`src/common/rvDefines.svh`:
```
// RV32I only; XLEN must stay 32 because the decoder assumes 32-bit encodings
`ifndef RV_DEFINES_SVH
`define RV_DEFINES_SVH

// Data and address width
`define XLEN 32

// Architectural registers, x0 included
`define REG_COUNT 32

`define RESET_PC 32'h0000_0000

// addi x0, x0, 0
`define NOP_INST 32'h0000_0013

`endif

```
`src/common/rvIsaPkg.sv`:
```
// Covers only the opcodes and ALU operations of the supported RV32I subset
package rvIsaPkg;

    // Major opcodes in use
    typedef enum logic [6:0] {
        opReg    = 7'b0110011,
        opImm    = 7'b0010011,
        opLui    = 7'b0110111,
        opLoad   = 7'b0000011,
        opStore  = 7'b0100011,
        opBranch = 7'b1100011,
        opJal    = 7'b1101111
    } opcodeT;

    typedef enum logic [3:0] {
        aluAdd = 4'd0,
        aluSub = 4'd1,
        aluAnd = 4'd2,
        aluOr  = 4'd3,
        aluXor = 4'd4,
        aluSlt = 4'd5,  // Signed compare
        aluSll = 4'd6,
        aluSrl = 4'd7,
        aluSra = 4'd8
    } aluOpT;

    // Immediate layouts
    typedef enum logic [2:0] {
        immI,
        immS,
        immB,
        immU,
        immJ
    } immKindT;

endpackage

```
`src/common/pipePkg.sv`:
```
// An all-zero idExT, exMemT or memWbT is a bubble; ifIdT needs the NOP word instead
`include "rvDefines.svh"

package pipePkg;
    import rvIsaPkg::*;

    typedef logic [$clog2(`REG_COUNT)-1:0] regIdxT;

    // Fetch to decode
    typedef struct packed {
        logic [`XLEN-1:0] inst;
        logic [`XLEN-1:0] pc;
    } ifIdT;

    // Decode to execute
    typedef struct packed {
        logic             regWrite;
        logic             memRead;
        logic             memWrite;
        logic             memToReg;
        aluOpT            aluOp;
        logic             aluSrcImm;   // Second operand from imm
        logic             isBranch;
        logic             branchOnNe;  // bne rather than beq
        logic             isJump;
        logic             isLui;
        regIdxT           rs1;
        regIdxT           rs2;
        regIdxT           rd;
        logic [`XLEN-1:0] rdata1;
        logic [`XLEN-1:0] rdata2;
        logic [`XLEN-1:0] imm;
        logic [`XLEN-1:0] pc;
    } idExT;

    // Execute to memory
    typedef struct packed {
        logic             regWrite;
        logic             memRead;
        logic             memWrite;
        logic             memToReg;
        regIdxT           rd;
        logic [`XLEN-1:0] aluResult;  // Also the data address
        logic [`XLEN-1:0] storeData;
    } exMemT;

    // Memory to writeback
    typedef struct packed {
        logic             regWrite;
        regIdxT           rd;
        logic [`XLEN-1:0] wbData;
    } memWbT;

    typedef enum logic [1:0] {
        none,
        fromMem,
        fromWb
    } fwdSelT;

endpackage

```
`src/decode/instDecoder.sv`:
```
// Anything outside the supported RV32I subset decodes to an all-zero bubble
`include "rvDefines.svh"

module instDecoder
    import rvIsaPkg::*;
    import pipePkg::*;
(
    input  logic [`XLEN-1:0] inst,
    output idExT             ctrl,
    output logic [`XLEN-1:0] imm
);

    opcodeT  opcode;
    logic    [2:0] funct3;
    logic    funct7b5;
    immKindT immKind;

    assign opcode   = opcodeT'(inst[6:0]);
    assign funct3   = inst[14:12];
    assign funct7b5 = inst[30];

    always_comb begin
        ctrl    = '0;
        immKind = immI;
        case (opcode)
            opReg: begin
                ctrl.regWrite = 1'b1;
                ctrl.rs1      = inst[19:15];
                ctrl.rs2      = inst[24:20];
                ctrl.rd       = inst[11:7];
                case (funct3)
                    3'b000:  ctrl.aluOp = funct7b5 ? aluSub : aluAdd;
                    3'b001:  ctrl.aluOp = aluSll;
                    3'b010:  ctrl.aluOp = aluSlt;
                    3'b100:  ctrl.aluOp = aluXor;
                    3'b101:  ctrl.aluOp = funct7b5 ? aluSra : aluSrl;
                    3'b110:  ctrl.aluOp = aluOr;
                    3'b111:  ctrl.aluOp = aluAnd;
                    default: ctrl = '0;  // sltu
                endcase
            end
            opImm: begin
                ctrl.regWrite  = 1'b1;
                ctrl.aluSrcImm = 1'b1;
                ctrl.rs1       = inst[19:15];
                ctrl.rd        = inst[11:7];
                case (funct3)
                    3'b000:  ctrl.aluOp = aluAdd;
                    3'b010:  ctrl.aluOp = aluSlt;
                    3'b100:  ctrl.aluOp = aluXor;
                    3'b110:  ctrl.aluOp = aluOr;
                    3'b111:  ctrl.aluOp = aluAnd;
                    default: ctrl = '0;  // Shifts by immediate, sltiu
                endcase
            end
            opLui: begin
                immKind        = immU;
                ctrl.regWrite  = 1'b1;
                ctrl.isLui     = 1'b1;
                ctrl.aluSrcImm = 1'b1;
                ctrl.rd        = inst[11:7];
            end
            opLoad: begin
                if (funct3 == 3'b010) begin  // lw only
                    ctrl.regWrite  = 1'b1;
                    ctrl.memRead   = 1'b1;
                    ctrl.memToReg  = 1'b1;
                    ctrl.aluSrcImm = 1'b1;
                    ctrl.rs1       = inst[19:15];
                    ctrl.rd        = inst[11:7];
                end
            end
            opStore: begin
                immKind = immS;
                if (funct3 == 3'b010) begin  // sw only
                    ctrl.memWrite  = 1'b1;
                    ctrl.aluSrcImm = 1'b1;
                    ctrl.rs1       = inst[19:15];
                    ctrl.rs2       = inst[24:20];
                end
            end
            opBranch: begin
                immKind = immB;
                if (funct3 == 3'b000 || funct3 == 3'b001) begin
                    ctrl.isBranch   = 1'b1;
                    ctrl.branchOnNe = funct3[0];
                    ctrl.rs1        = inst[19:15];
                    ctrl.rs2        = inst[24:20];
                end
            end
            opJal: begin
                immKind       = immJ;
                ctrl.regWrite = 1'b1;
                ctrl.isJump   = 1'b1;
                ctrl.rd       = inst[11:7];
            end
            default: ctrl = '0;
        endcase
    end

    always_comb begin
        case (immKind)
            immS: imm = {{(`XLEN-12){inst[31]}}, inst[31:25], inst[11:7]};
            immB: imm = {{(`XLEN-13){inst[31]}}, inst[31], inst[7], inst[30:25],
                         inst[11:8], 1'b0};
            immU: imm = {inst[31:12], 12'b0};
            immJ: imm = {{(`XLEN-21){inst[31]}}, inst[31], inst[19:12], inst[20],
                         inst[30:21], 1'b0};
            default: imm = {{(`XLEN-12){inst[31]}}, inst[31:20]};
        endcase
    end

endmodule

```
`src/decode/regFile.sv`:
```
// Two combinational read ports, one write port at the clock edge; writes to x0 are dropped
`include "rvDefines.svh"

module regFile
    import pipePkg::*;
(
    input  logic             clk,
    input  logic             rstN,
    input  regIdxT           rs1,
    input  regIdxT           rs2,
    output logic [`XLEN-1:0] rdata1,
    output logic [`XLEN-1:0] rdata2,
    input  memWbT            wb
);

    logic [`XLEN-1:0] regs [1:`REG_COUNT-1];  // No storage for x0

    // Same-cycle write wins over the stored value
    function automatic logic [`XLEN-1:0] readPort(regIdxT idx);
        if (idx == '0) return '0;
        if (wb.regWrite && wb.rd == idx) return wb.wbData;
        return regs[idx];
    endfunction

    always_ff @(posedge clk or negedge rstN) begin
        if (!rstN) begin
            for (int i = 1; i < `REG_COUNT; i++) regs[i] <= '0;
        end else if (wb.regWrite && wb.rd != '0) begin
            regs[wb.rd] <= wb.wbData;
        end
    end

    always_comb begin
        rdata1 = readPort(rs1);
        rdata2 = readPort(rs2);
    end

endmodule

```
`src/execute/executeStage.sv`:
```
// Branches and jal resolve here; the redirect target is always PC plus immediate (no jalr)
`include "rvDefines.svh"

module executeStage
    import rvIsaPkg::*;
    import pipePkg::*;
(
    input  idExT             ex,
    input  fwdSelT           fwdA,
    input  fwdSelT           fwdB,
    input  logic [`XLEN-1:0] memFwd,
    input  logic [`XLEN-1:0] wbFwd,
    output exMemT            exOut,
    output logic             redirect,
    output logic [`XLEN-1:0] redirectPc
);

    logic [`XLEN-1:0] opA;
    logic [`XLEN-1:0] rs2Val;
    logic [`XLEN-1:0] opB;
    logic [`XLEN-1:0] aluResult;
    logic [4:0]       shamt;
    logic             branchTaken;

    function automatic logic [`XLEN-1:0] pickOperand(fwdSelT sel, logic [`XLEN-1:0] regVal,
                                                    logic [`XLEN-1:0] memVal,
                                                    logic [`XLEN-1:0] wbVal);
        case (sel)
            fromMem: return memVal;
            fromWb:  return wbVal;
            default: return regVal;
        endcase
    endfunction

    assign opA    = pickOperand(fwdA, ex.rdata1, memFwd, wbFwd);
    assign rs2Val = pickOperand(fwdB, ex.rdata2, memFwd, wbFwd);
    assign opB    = ex.aluSrcImm ? ex.imm : rs2Val;
    assign shamt  = opB[4:0];

    always_comb begin
        case (ex.aluOp)
            aluSub:  aluResult = opA - opB;
            aluAnd:  aluResult = opA & opB;
            aluOr:   aluResult = opA | opB;
            aluXor:  aluResult = opA ^ opB;
            aluSlt:  aluResult = {{(`XLEN-1){1'b0}}, $signed(opA) < $signed(opB)};
            aluSll:  aluResult = opA << shamt;
            aluSrl:  aluResult = opA >> shamt;
            aluSra:  aluResult = $signed(opA) >>> shamt;
            default: aluResult = opA + opB;
        endcase
    end

    assign branchTaken = (opA == rs2Val) ^ ex.branchOnNe;
    assign redirect    = ex.isJump || (ex.isBranch && branchTaken);
    assign redirectPc  = ex.pc + ex.imm;

    always_comb begin
        exOut.regWrite  = ex.regWrite;
        exOut.memRead   = ex.memRead;
        exOut.memWrite  = ex.memWrite;
        exOut.memToReg  = ex.memToReg;
        exOut.rd        = ex.rd;
        exOut.storeData = rs2Val;  // Forwarded, not the stale read
        if (ex.isJump) begin
            exOut.aluResult = ex.pc + `XLEN'd4;  // Link value
        end else if (ex.isLui) begin
            exOut.aluResult = ex.imm;
        end else begin
            exOut.aluResult = aluResult;
        end
        // No misaligned-fetch trap in this core
        assert (!redirect || redirectPc[1:0] == 2'b00)
            else $error("redirect to a misaligned target");
    end

endmodule

```
`src/source/hazardUnit.sv`:
```
// One-bubble load-use stall only; forwarding assumes MEM-stage load data is ready in the same cycle
module hazardUnit
    import pipePkg::*;
(
    input  regIdxT idRs1,
    input  regIdxT idRs2,
    input  idExT   ex,
    input  exMemT  exMem,
    input  memWbT  memWb,
    input  logic   redirect,
    output logic   pcStall,
    output logic   ifIdStall,
    output logic   ifIdFlush,
    output logic   idExFlush,
    output fwdSelT fwdA,
    output fwdSelT fwdB
);

    logic loadUse;

    // Youngest producer wins
    function automatic fwdSelT pickFwd(regIdxT src, exMemT m, memWbT w);
        if (src == '0) return none;
        if (m.regWrite && m.rd == src) return fromMem;
        if (w.regWrite && w.rd == src) return fromWb;
        return none;
    endfunction

    // Load in EX feeding the instruction in ID
    assign loadUse = ex.memRead && (ex.rd != '0)
                     && ((ex.rd == idRs1) || (ex.rd == idRs2));

    assign pcStall   = loadUse;
    assign ifIdStall = loadUse;
    assign ifIdFlush = redirect;              // Kill the fetched shadow
    assign idExFlush = loadUse || redirect;   // Bubble or kill the decoded shadow

    assign fwdA = pickFwd(ex.rs1, exMem, memWb);
    assign fwdB = pickFwd(ex.rs2, exMem, memWb);

endmodule

```
`src/source/pipeStageReg.sv`:
```
// Flush beats stall; reset and flush both load flushValue, so pick a bubble-safe value
module pipeStageReg
    import pipePkg::*;
#(
    parameter type     payloadT   = ifIdT,
    parameter payloadT flushValue = '0
) (
    input  logic    clk,
    input  logic    rstN,
    input  logic    stall,
    input  logic    flush,
    input  payloadT d,
    output payloadT q
);

    always_ff @(posedge clk or negedge rstN) begin
        if (!rstN) begin
            q <= flushValue;
        end else if (flush) begin
            q <= flushValue;  // Younger instruction squashed
        end else if (!stall) begin
            q <= d;
        end
    end

    // Hazard levels come from another module and must be clean once running
    ctrlKnown: assert property (@(posedge clk) disable iff (!rstN)
        !$isunknown({stall, flush}))
        else $error("stage register stall/flush unknown");

endmodule

```
`src/source/rvPipeCore.sv`:
```
// Memories are external with combinational read data and no wait states; word accesses only
`include "rvDefines.svh"

module rvPipeCore
    import pipePkg::*;
(
    input  logic             clk,
    input  logic             rstN,
    output logic [`XLEN-1:0] instAddr,
    input  logic [`XLEN-1:0] instData,
    output logic [`XLEN-1:0] dataAddr,
    output logic [`XLEN-1:0] dataWData,
    output logic             dataWrEn,
    output logic             dataRdEn,
    input  logic [`XLEN-1:0] dataRData
);

    localparam ifIdT IfIdBubble = '{inst: `NOP_INST, pc: `RESET_PC};

    logic [`XLEN-1:0] pc;
    logic [`XLEN-1:0] pcNext;
    logic [`XLEN-1:0] redirectPc;
    logic [`XLEN-1:0] rdata1;
    logic [`XLEN-1:0] rdata2;
    logic [`XLEN-1:0] decImm;
    logic             redirect;
    logic             pcStall;
    logic             ifIdStall;
    logic             ifIdFlush;
    logic             idExFlush;
    fwdSelT           fwdA;
    fwdSelT           fwdB;
    ifIdT             ifIdD, ifIdQ;
    idExT             decCtrl;
    idExT             idExD, idExQ;
    exMemT            exMemD, exMemQ;
    memWbT            memWbD, memWbQ;

    // Redirect outranks the load-use hold
    always_comb begin
        if (redirect) pcNext = redirectPc;
        else if (pcStall) pcNext = pc;
        else pcNext = pc + `XLEN'd4;
    end

    always_ff @(posedge clk or negedge rstN) begin
        if (!rstN) pc <= `RESET_PC;
        else pc <= pcNext;
    end

    assign instAddr = pc;
    assign ifIdD    = '{inst: instData, pc: pc};

    pipeStageReg #(.payloadT(ifIdT), .flushValue(IfIdBubble)) ifIdReg (
        .clk(clk), .rstN(rstN), .stall(ifIdStall), .flush(ifIdFlush), .d(ifIdD), .q(ifIdQ)
    );

    instDecoder decoder (.inst(ifIdQ.inst), .ctrl(decCtrl), .imm(decImm));

    regFile regs (
        .clk(clk), .rstN(rstN), .rs1(decCtrl.rs1), .rs2(decCtrl.rs2),
        .rdata1(rdata1), .rdata2(rdata2), .wb(memWbQ)
    );

    always_comb begin
        idExD        = decCtrl;
        idExD.rdata1 = rdata1;
        idExD.rdata2 = rdata2;
        idExD.imm    = decImm;
        idExD.pc     = ifIdQ.pc;
    end

    pipeStageReg #(.payloadT(idExT)) idExReg (
        .clk(clk), .rstN(rstN), .stall(1'b0), .flush(idExFlush), .d(idExD), .q(idExQ)
    );

    executeStage execute (
        .ex(idExQ), .fwdA(fwdA), .fwdB(fwdB), .memFwd(memWbD.wbData), .wbFwd(memWbQ.wbData),
        .exOut(exMemD), .redirect(redirect), .redirectPc(redirectPc)
    );

    pipeStageReg #(.payloadT(exMemT)) exMemReg (
        .clk(clk), .rstN(rstN), .stall(1'b0), .flush(1'b0), .d(exMemD), .q(exMemQ)
    );

    assign dataAddr  = exMemQ.aluResult;
    assign dataWData = exMemQ.storeData;
    assign dataWrEn  = exMemQ.memWrite;
    assign dataRdEn  = exMemQ.memRead;

    // Load data chosen here so it can forward straight from MEM
    assign memWbD = '{regWrite: exMemQ.regWrite, rd: exMemQ.rd,
                      wbData: exMemQ.memToReg ? dataRData : exMemQ.aluResult};

    pipeStageReg #(.payloadT(memWbT)) memWbReg (
        .clk(clk), .rstN(rstN), .stall(1'b0), .flush(1'b0), .d(memWbD), .q(memWbQ)
    );

    hazardUnit hazards (
        .idRs1(decCtrl.rs1), .idRs2(decCtrl.rs2), .ex(idExQ), .exMem(exMemQ), .memWb(memWbQ),
        .redirect(redirect), .pcStall(pcStall), .ifIdStall(ifIdStall),
        .ifIdFlush(ifIdFlush), .idExFlush(idExFlush), .fwdA(fwdA), .fwdB(fwdB)
    );

endmodule

```
`config.mk`:
```
export PLATFORM = sky130hd
export DESIGN_NAME = rvPipeCore
export DESIGN_NICKNAME = d
export VERILOG_FILES = /design/src/common/rvIsaPkg.sv /design/src/common/pipePkg.sv /design/src/decode/instDecoder.sv /design/src/decode/regFile.sv /design/src/execute/executeStage.sv /design/src/source/hazardUnit.sv /design/src/source/pipeStageReg.sv /design/src/source/rvPipeCore.sv
export VERILOG_INCLUDE_DIRS = /design/src /design/src/common
export SDC_FILE = /design/constraint.sdc
export NUM_CORES = 2
export LEC_CHECK = 0
export BUFFER_PORTS_ARGS = -buffer_cell sky130_fd_sc_hd__buf_2
export CAP_MARGIN = 20
export CELL_PAD_IN_SITES_DETAIL_PLACEMENT = 0
export CELL_PAD_IN_SITES_GLOBAL_PLACEMENT = 1
export CORE_MARGIN = 3
export CORE_UTILIZATION = 58
export CTS_BUF_LIST = sky130_fd_sc_hd__clkbuf_2 sky130_fd_sc_hd__clkbuf_4 sky130_fd_sc_hd__clkbuf_8
export DETAILED_ROUTE_END_ITERATION = 7
export MAX_ROUTING_LAYER = met4
export PLACE_DENSITY = 0.93
export SYNTH_ARGS = -nofsm -noshare
export SYNTH_HDL_FRONTEND = slang
export SYNTH_HIERARCHICAL = 1
export SYNTH_SLANG_ARGS = --single-unit
```
`constraint.sdc`:
```
create_clock -name clk -period 10.1 [get_ports clk]
set_clock_uncertainty 0.15 [all_clocks]
set_input_delay 2.525 -clock clk [delete_from_list [all_inputs] [get_ports clk]]
set_output_delay 2.525 -clock clk [all_outputs]
set_load 0.01 [all_outputs]
```
# Word-level counts from Yosys, hierarchy flattened
# Cells that the tools add are included.
# Widths: inputs -> output; s select.
[classes]
addsub = 5
n_lt_le_gt_ge = 5
eq_ne = 39
shifts = 3
mux = 88
n_bitwise = 7
n_reduce_logical = 26
[op_table]
columns = ["op", "n"]
rows = [
  ["$bwmux 992", 1],
  ["$mux 32", 19],
  ["$bmux 32 s5", 2],
  ["$pmux 32 s8", 1],
  ["$demux 32 s5", 1],
  ["$mux 156", 1],
  ["$mux 148", 1],
  ["$mux 143", 1],
  ["$mux 64", 2],
  ["$pmux 32 s2", 2],
  ["$pmux 31 s4", 1],
  ["$add 32x3->32 const B", 2],
  ["$add 32x32->32", 2],
  ["$eq 5x5->1", 8],
  ["$pmux 5 s4", 2],
  ["$and 32x32->32", 1],
  ["$eq 32x32->1", 1],
  ["$lt 32x32->1", 1],
  ["$or 32x32->32", 1],
  ["$shl 32x5->32", 1],
  ["$shr 32x5->32", 1],
  ["$sshr 32x5->32", 1],
  ["$sub 32x32->32", 1],
  ["$xor 32x32->32", 1],
  ["38 further kinds", 118],
]
[totals]
ff_bits = 1355
in_bits = 66
out_inout_bits = 98
word_cells = 234

# Logic depth before layout (Yosys ltp)
[depth]
depth_word = 17
depth_mapped = 28
depth_no_buf = 25

# By module
# The synthesis kept the hierarchy.
[by_module_without_submodules]
columns = ["mod", "n_inst", "cells_per_inst", "area_per_inst_um2", "seq_area_each_um2"]
rows = [
  ["regFile", 1, 3901, 54227.0, 24823.8],
  ["executeStage", 1, 2114, 13037.5, 0.0],
  ["pipeStageReg (idExReg)", 1, 503, 6451.2, 3903.7],
  ["pipeStageReg (exMemReg)", 1, 235, 3022.9, 1826.8],
  ["pipeStageReg (ifIdReg)", 1, 206, 2663.8, 1605.3],
  ["rvPipeCore", 1, 236, 2229.6, 800.8],
  ["instDecoder", 1, 262, 1834.3, 0.0],
  ["pipeStageReg (memWbReg)", 1, 122, 1549.0, 950.9],
  ["hazardUnit", 1, 58, 432.9, 0.0],
]

# Worst setup path after synthesis
# Ideal clock, no wire load.
[synth_path]
kind = "input-to-reg"
startpoint = "in dataRData[3]"
endpoint = "reg exMemReg/q[63] (netlist bit)"
setup_time_ps = 118
arrival_time_ps = 6773
required_ps = 9832
setup_slack_ps = 3058
cell_stages = 21
path_buffers = 3
cell_sequence = "mux2_2 a22oi_1 o21ai_0 mux2i_1 clkbuf_1 buf_1 ha_1 buf_2 a21oi_2 nand2_1 a21o_1 a311oi_4 o31a_2 o21ai_1 or4b_1 o211ai_2 mux2i_1 o21ai_1 o311a_1 mux2i_1 nor2_1"
[synth_lines]
columns = ["item", "line", "text"]
rows = [
  ["start, declared", "rvPipeCore.sv:15", "input logic [`XLEN-1:0] dataRData"],
  ["end signal, assigned", "pipeStageReg.sv:18", "q <= flushValue;"],
  ["end signal, assigned", "pipeStageReg.sv:20", "q <= flushValue;"],
  ["end, declared", "pipeStageReg.sv:13", "output payloadT q"],
]

==> flow_summary.ini <==
[critical_path]
critPathSlowestCell = o21ai_1
cp-startpoint = memWbReg/q[35]
setup.worst_path.end = exMemReg/q[63]
ff2ff_path_depth = 23
crit_family = compound AO/OA/AOI/OAI gates
path_max_fanout = 25
crit_required_ns = 10.82
worstSetupEndpointType = flip-flop
cp_cell_sequence = xor2_1 -> nor3_1 -> nand3_1 -> a211oi_1 -> ha_2 -> inv_2 -> o21ai_1 -> inv_1 -> ha_1 -> nand2b_1 -> a21o_1 -> a31oi_1 -> buf_4 -> a21oi_1 -> a21oi_1 -> o21ai_1 -> a21oi_1 -> mux2i_1 -> a2111oi_0 -> o21ai_1 -> o311a_1 -> mux2i_1 -> nor2_1
path_class = flip-flop to flip-flop
path_depth = 23
r2r_end = exMemReg/q[63]
cp.buffers_inverters = 3
critPathArrivalTime_ns = 8.18
max_stage_delay_ns = 0.82
reg2reg_from = memWbReg/q[35]
critPathLaunchType = flip-flop
r2r_slack_ns = 2.64

[timing]
whs_ns = 0.363
fin_crit_sh_pct = 73.9
slew_headroom_pct = 17.4
finalSetupTns_ns = 0
fmax_mhz = 134
hold_viol_final = 0
period_minus_slack_ns = 7.46
tightest_slew_ns = 1.24
rsz0062_at_grt = no
setup_viol_count_final = 0
maxSlewViolCount = 0

[finish]
drive_above_1_share_pct = 32.1
nets = 7616
final_common_cell = dfrtp_1
areaGrowthSynthToFinish_pct = 8.13
final_cell_mix = dfrtp_1, mux2_2, nor2_1

[detailed_routing]
wl_per_cell_um = 33.3
drcViolationCount = 0
first_pass_iters = 8
ant_nets = 0
vias_per_cell = 7.14
wl_mm = 317
drt_iter0_drc = 8318
dr_total_vias = 67897

[die]
row_count = 139
fp.dieW_um = 388
fp.dieH_um = 388
start_util_pct = 58.6
io_pins = 164
core_area_mm2 = 0.144
dieArea_mm2 = 0.150

[min_path]
hold_class = flip-flop to flip-flop

[flow_run]
max_cap_viol_count = 0

[clocking]
clockBufferDepth = 3
post_cts.repair.setup_buffers = 0
htreeDepth = 4
cts_root_buffer = clkbuf_8
cts.sinks = 1355
insertion_delay_ns = 1.00
cts_tree = built
cts.reportedPaths.clkPinSlew_ns = 0.06
postCtsHoldBufs = 0
cts_buffers = 223
cts_resized = 0

[pwr]
vdd_drop_max_mv = 0.138
powerDensity_mw_per_mm2 = 139
leakagePower_nw = 41.3

[global_route]
grt_pass1_wl_mm = 459
grt_max_degree = 186
grtUsageTotal_pct = 42.5
grt_pass1_vias = 66745
antenna_found_initial = 6
gr-total-overflow = 0

[placed_design]
portBuffers = 163
dp_hpwl_mm = 207
gp_routability_congestion = 1.11

[outcome]
status = finished clean

[logic_synthesis]
yosysWarnings = 6
postSynthAreaPerCell_um2 = 11.3
synth_cells = 7508
synthesis.area_mm2 = 0.0845
[through the flow]
step	instance area (µm²)	util, %	total power [W]	setup WS, ns	instances
after global routing	91300	63.4	0.0132	2.34	9510
after floorplan	84500	-	0.00675	3.06	7514
after global placement	85600	59.4	0.00733	2.21	9063
after CTS	90700	62.9	0.0127	2.83	9482
final	91400	63.4	0.0127	2.64	9512
after detailed placement	85600	59.4	0.00736	2.22	9068
[sequential cells by signal (all words and copies together) (netlist names)]
signal      flops
exMemReg/q     73
regs/regs     992
idExReg/q     156
ifIdReg/q      64
memWbReg/q     38
instAddr       32
[per-layer routing]
metal  up-vias  global-route usage (%)  wire, µm
met2      4430                    62.1    140000
met5         -                       -         0
met4         0                    28.8     26000
met3      1251                    10.4     33400
met1     34488                    52.4    117000
li1      27728                       -         -
[worst min path at each step]
stage / startpoint / endpoint / slack, ns / cells past startpoint
floorplan: regs/regs[617] / regs/regs[617] / 0.32 / 1
global placement: regs/regs[638] / regs/regs[638] / 0.33 / 1
detailed placement: regs/regs[627] / regs/regs[627] / 0.34 / 1
CTS: regs/regs[636] / regs/regs[636] / 0.36 / 1
global route: regs/regs[634] / regs/regs[634] / 0.38 / 1
finish: regs/regs[635] / regs/regs[635] / 0.36 / 1
[cell type report]
class                      count  area, µm²
clock buffer                 352       4410
antenna                        6       15.0
timing repair buffer         357       2910
tap                         1903       2380
inverter                     160        601
clock inverter                62        649
multi-input combinational   5317      46500
fill                       11077      52800
sequential                  1355      33900
[where the power goes]
part	total [W]	internal (W)	leakage [nW]	switching [W]
clock	0.00541	0.00296	2.69	0.00245
combinational	0.00139	0.000508	20.0	0.000884
sequential	0.00593	0.00560	18.6	0.000329
total	0.0127	0.00907	41.3	0.00366
No activity file was read; power rests on OpenSTA's default activity.
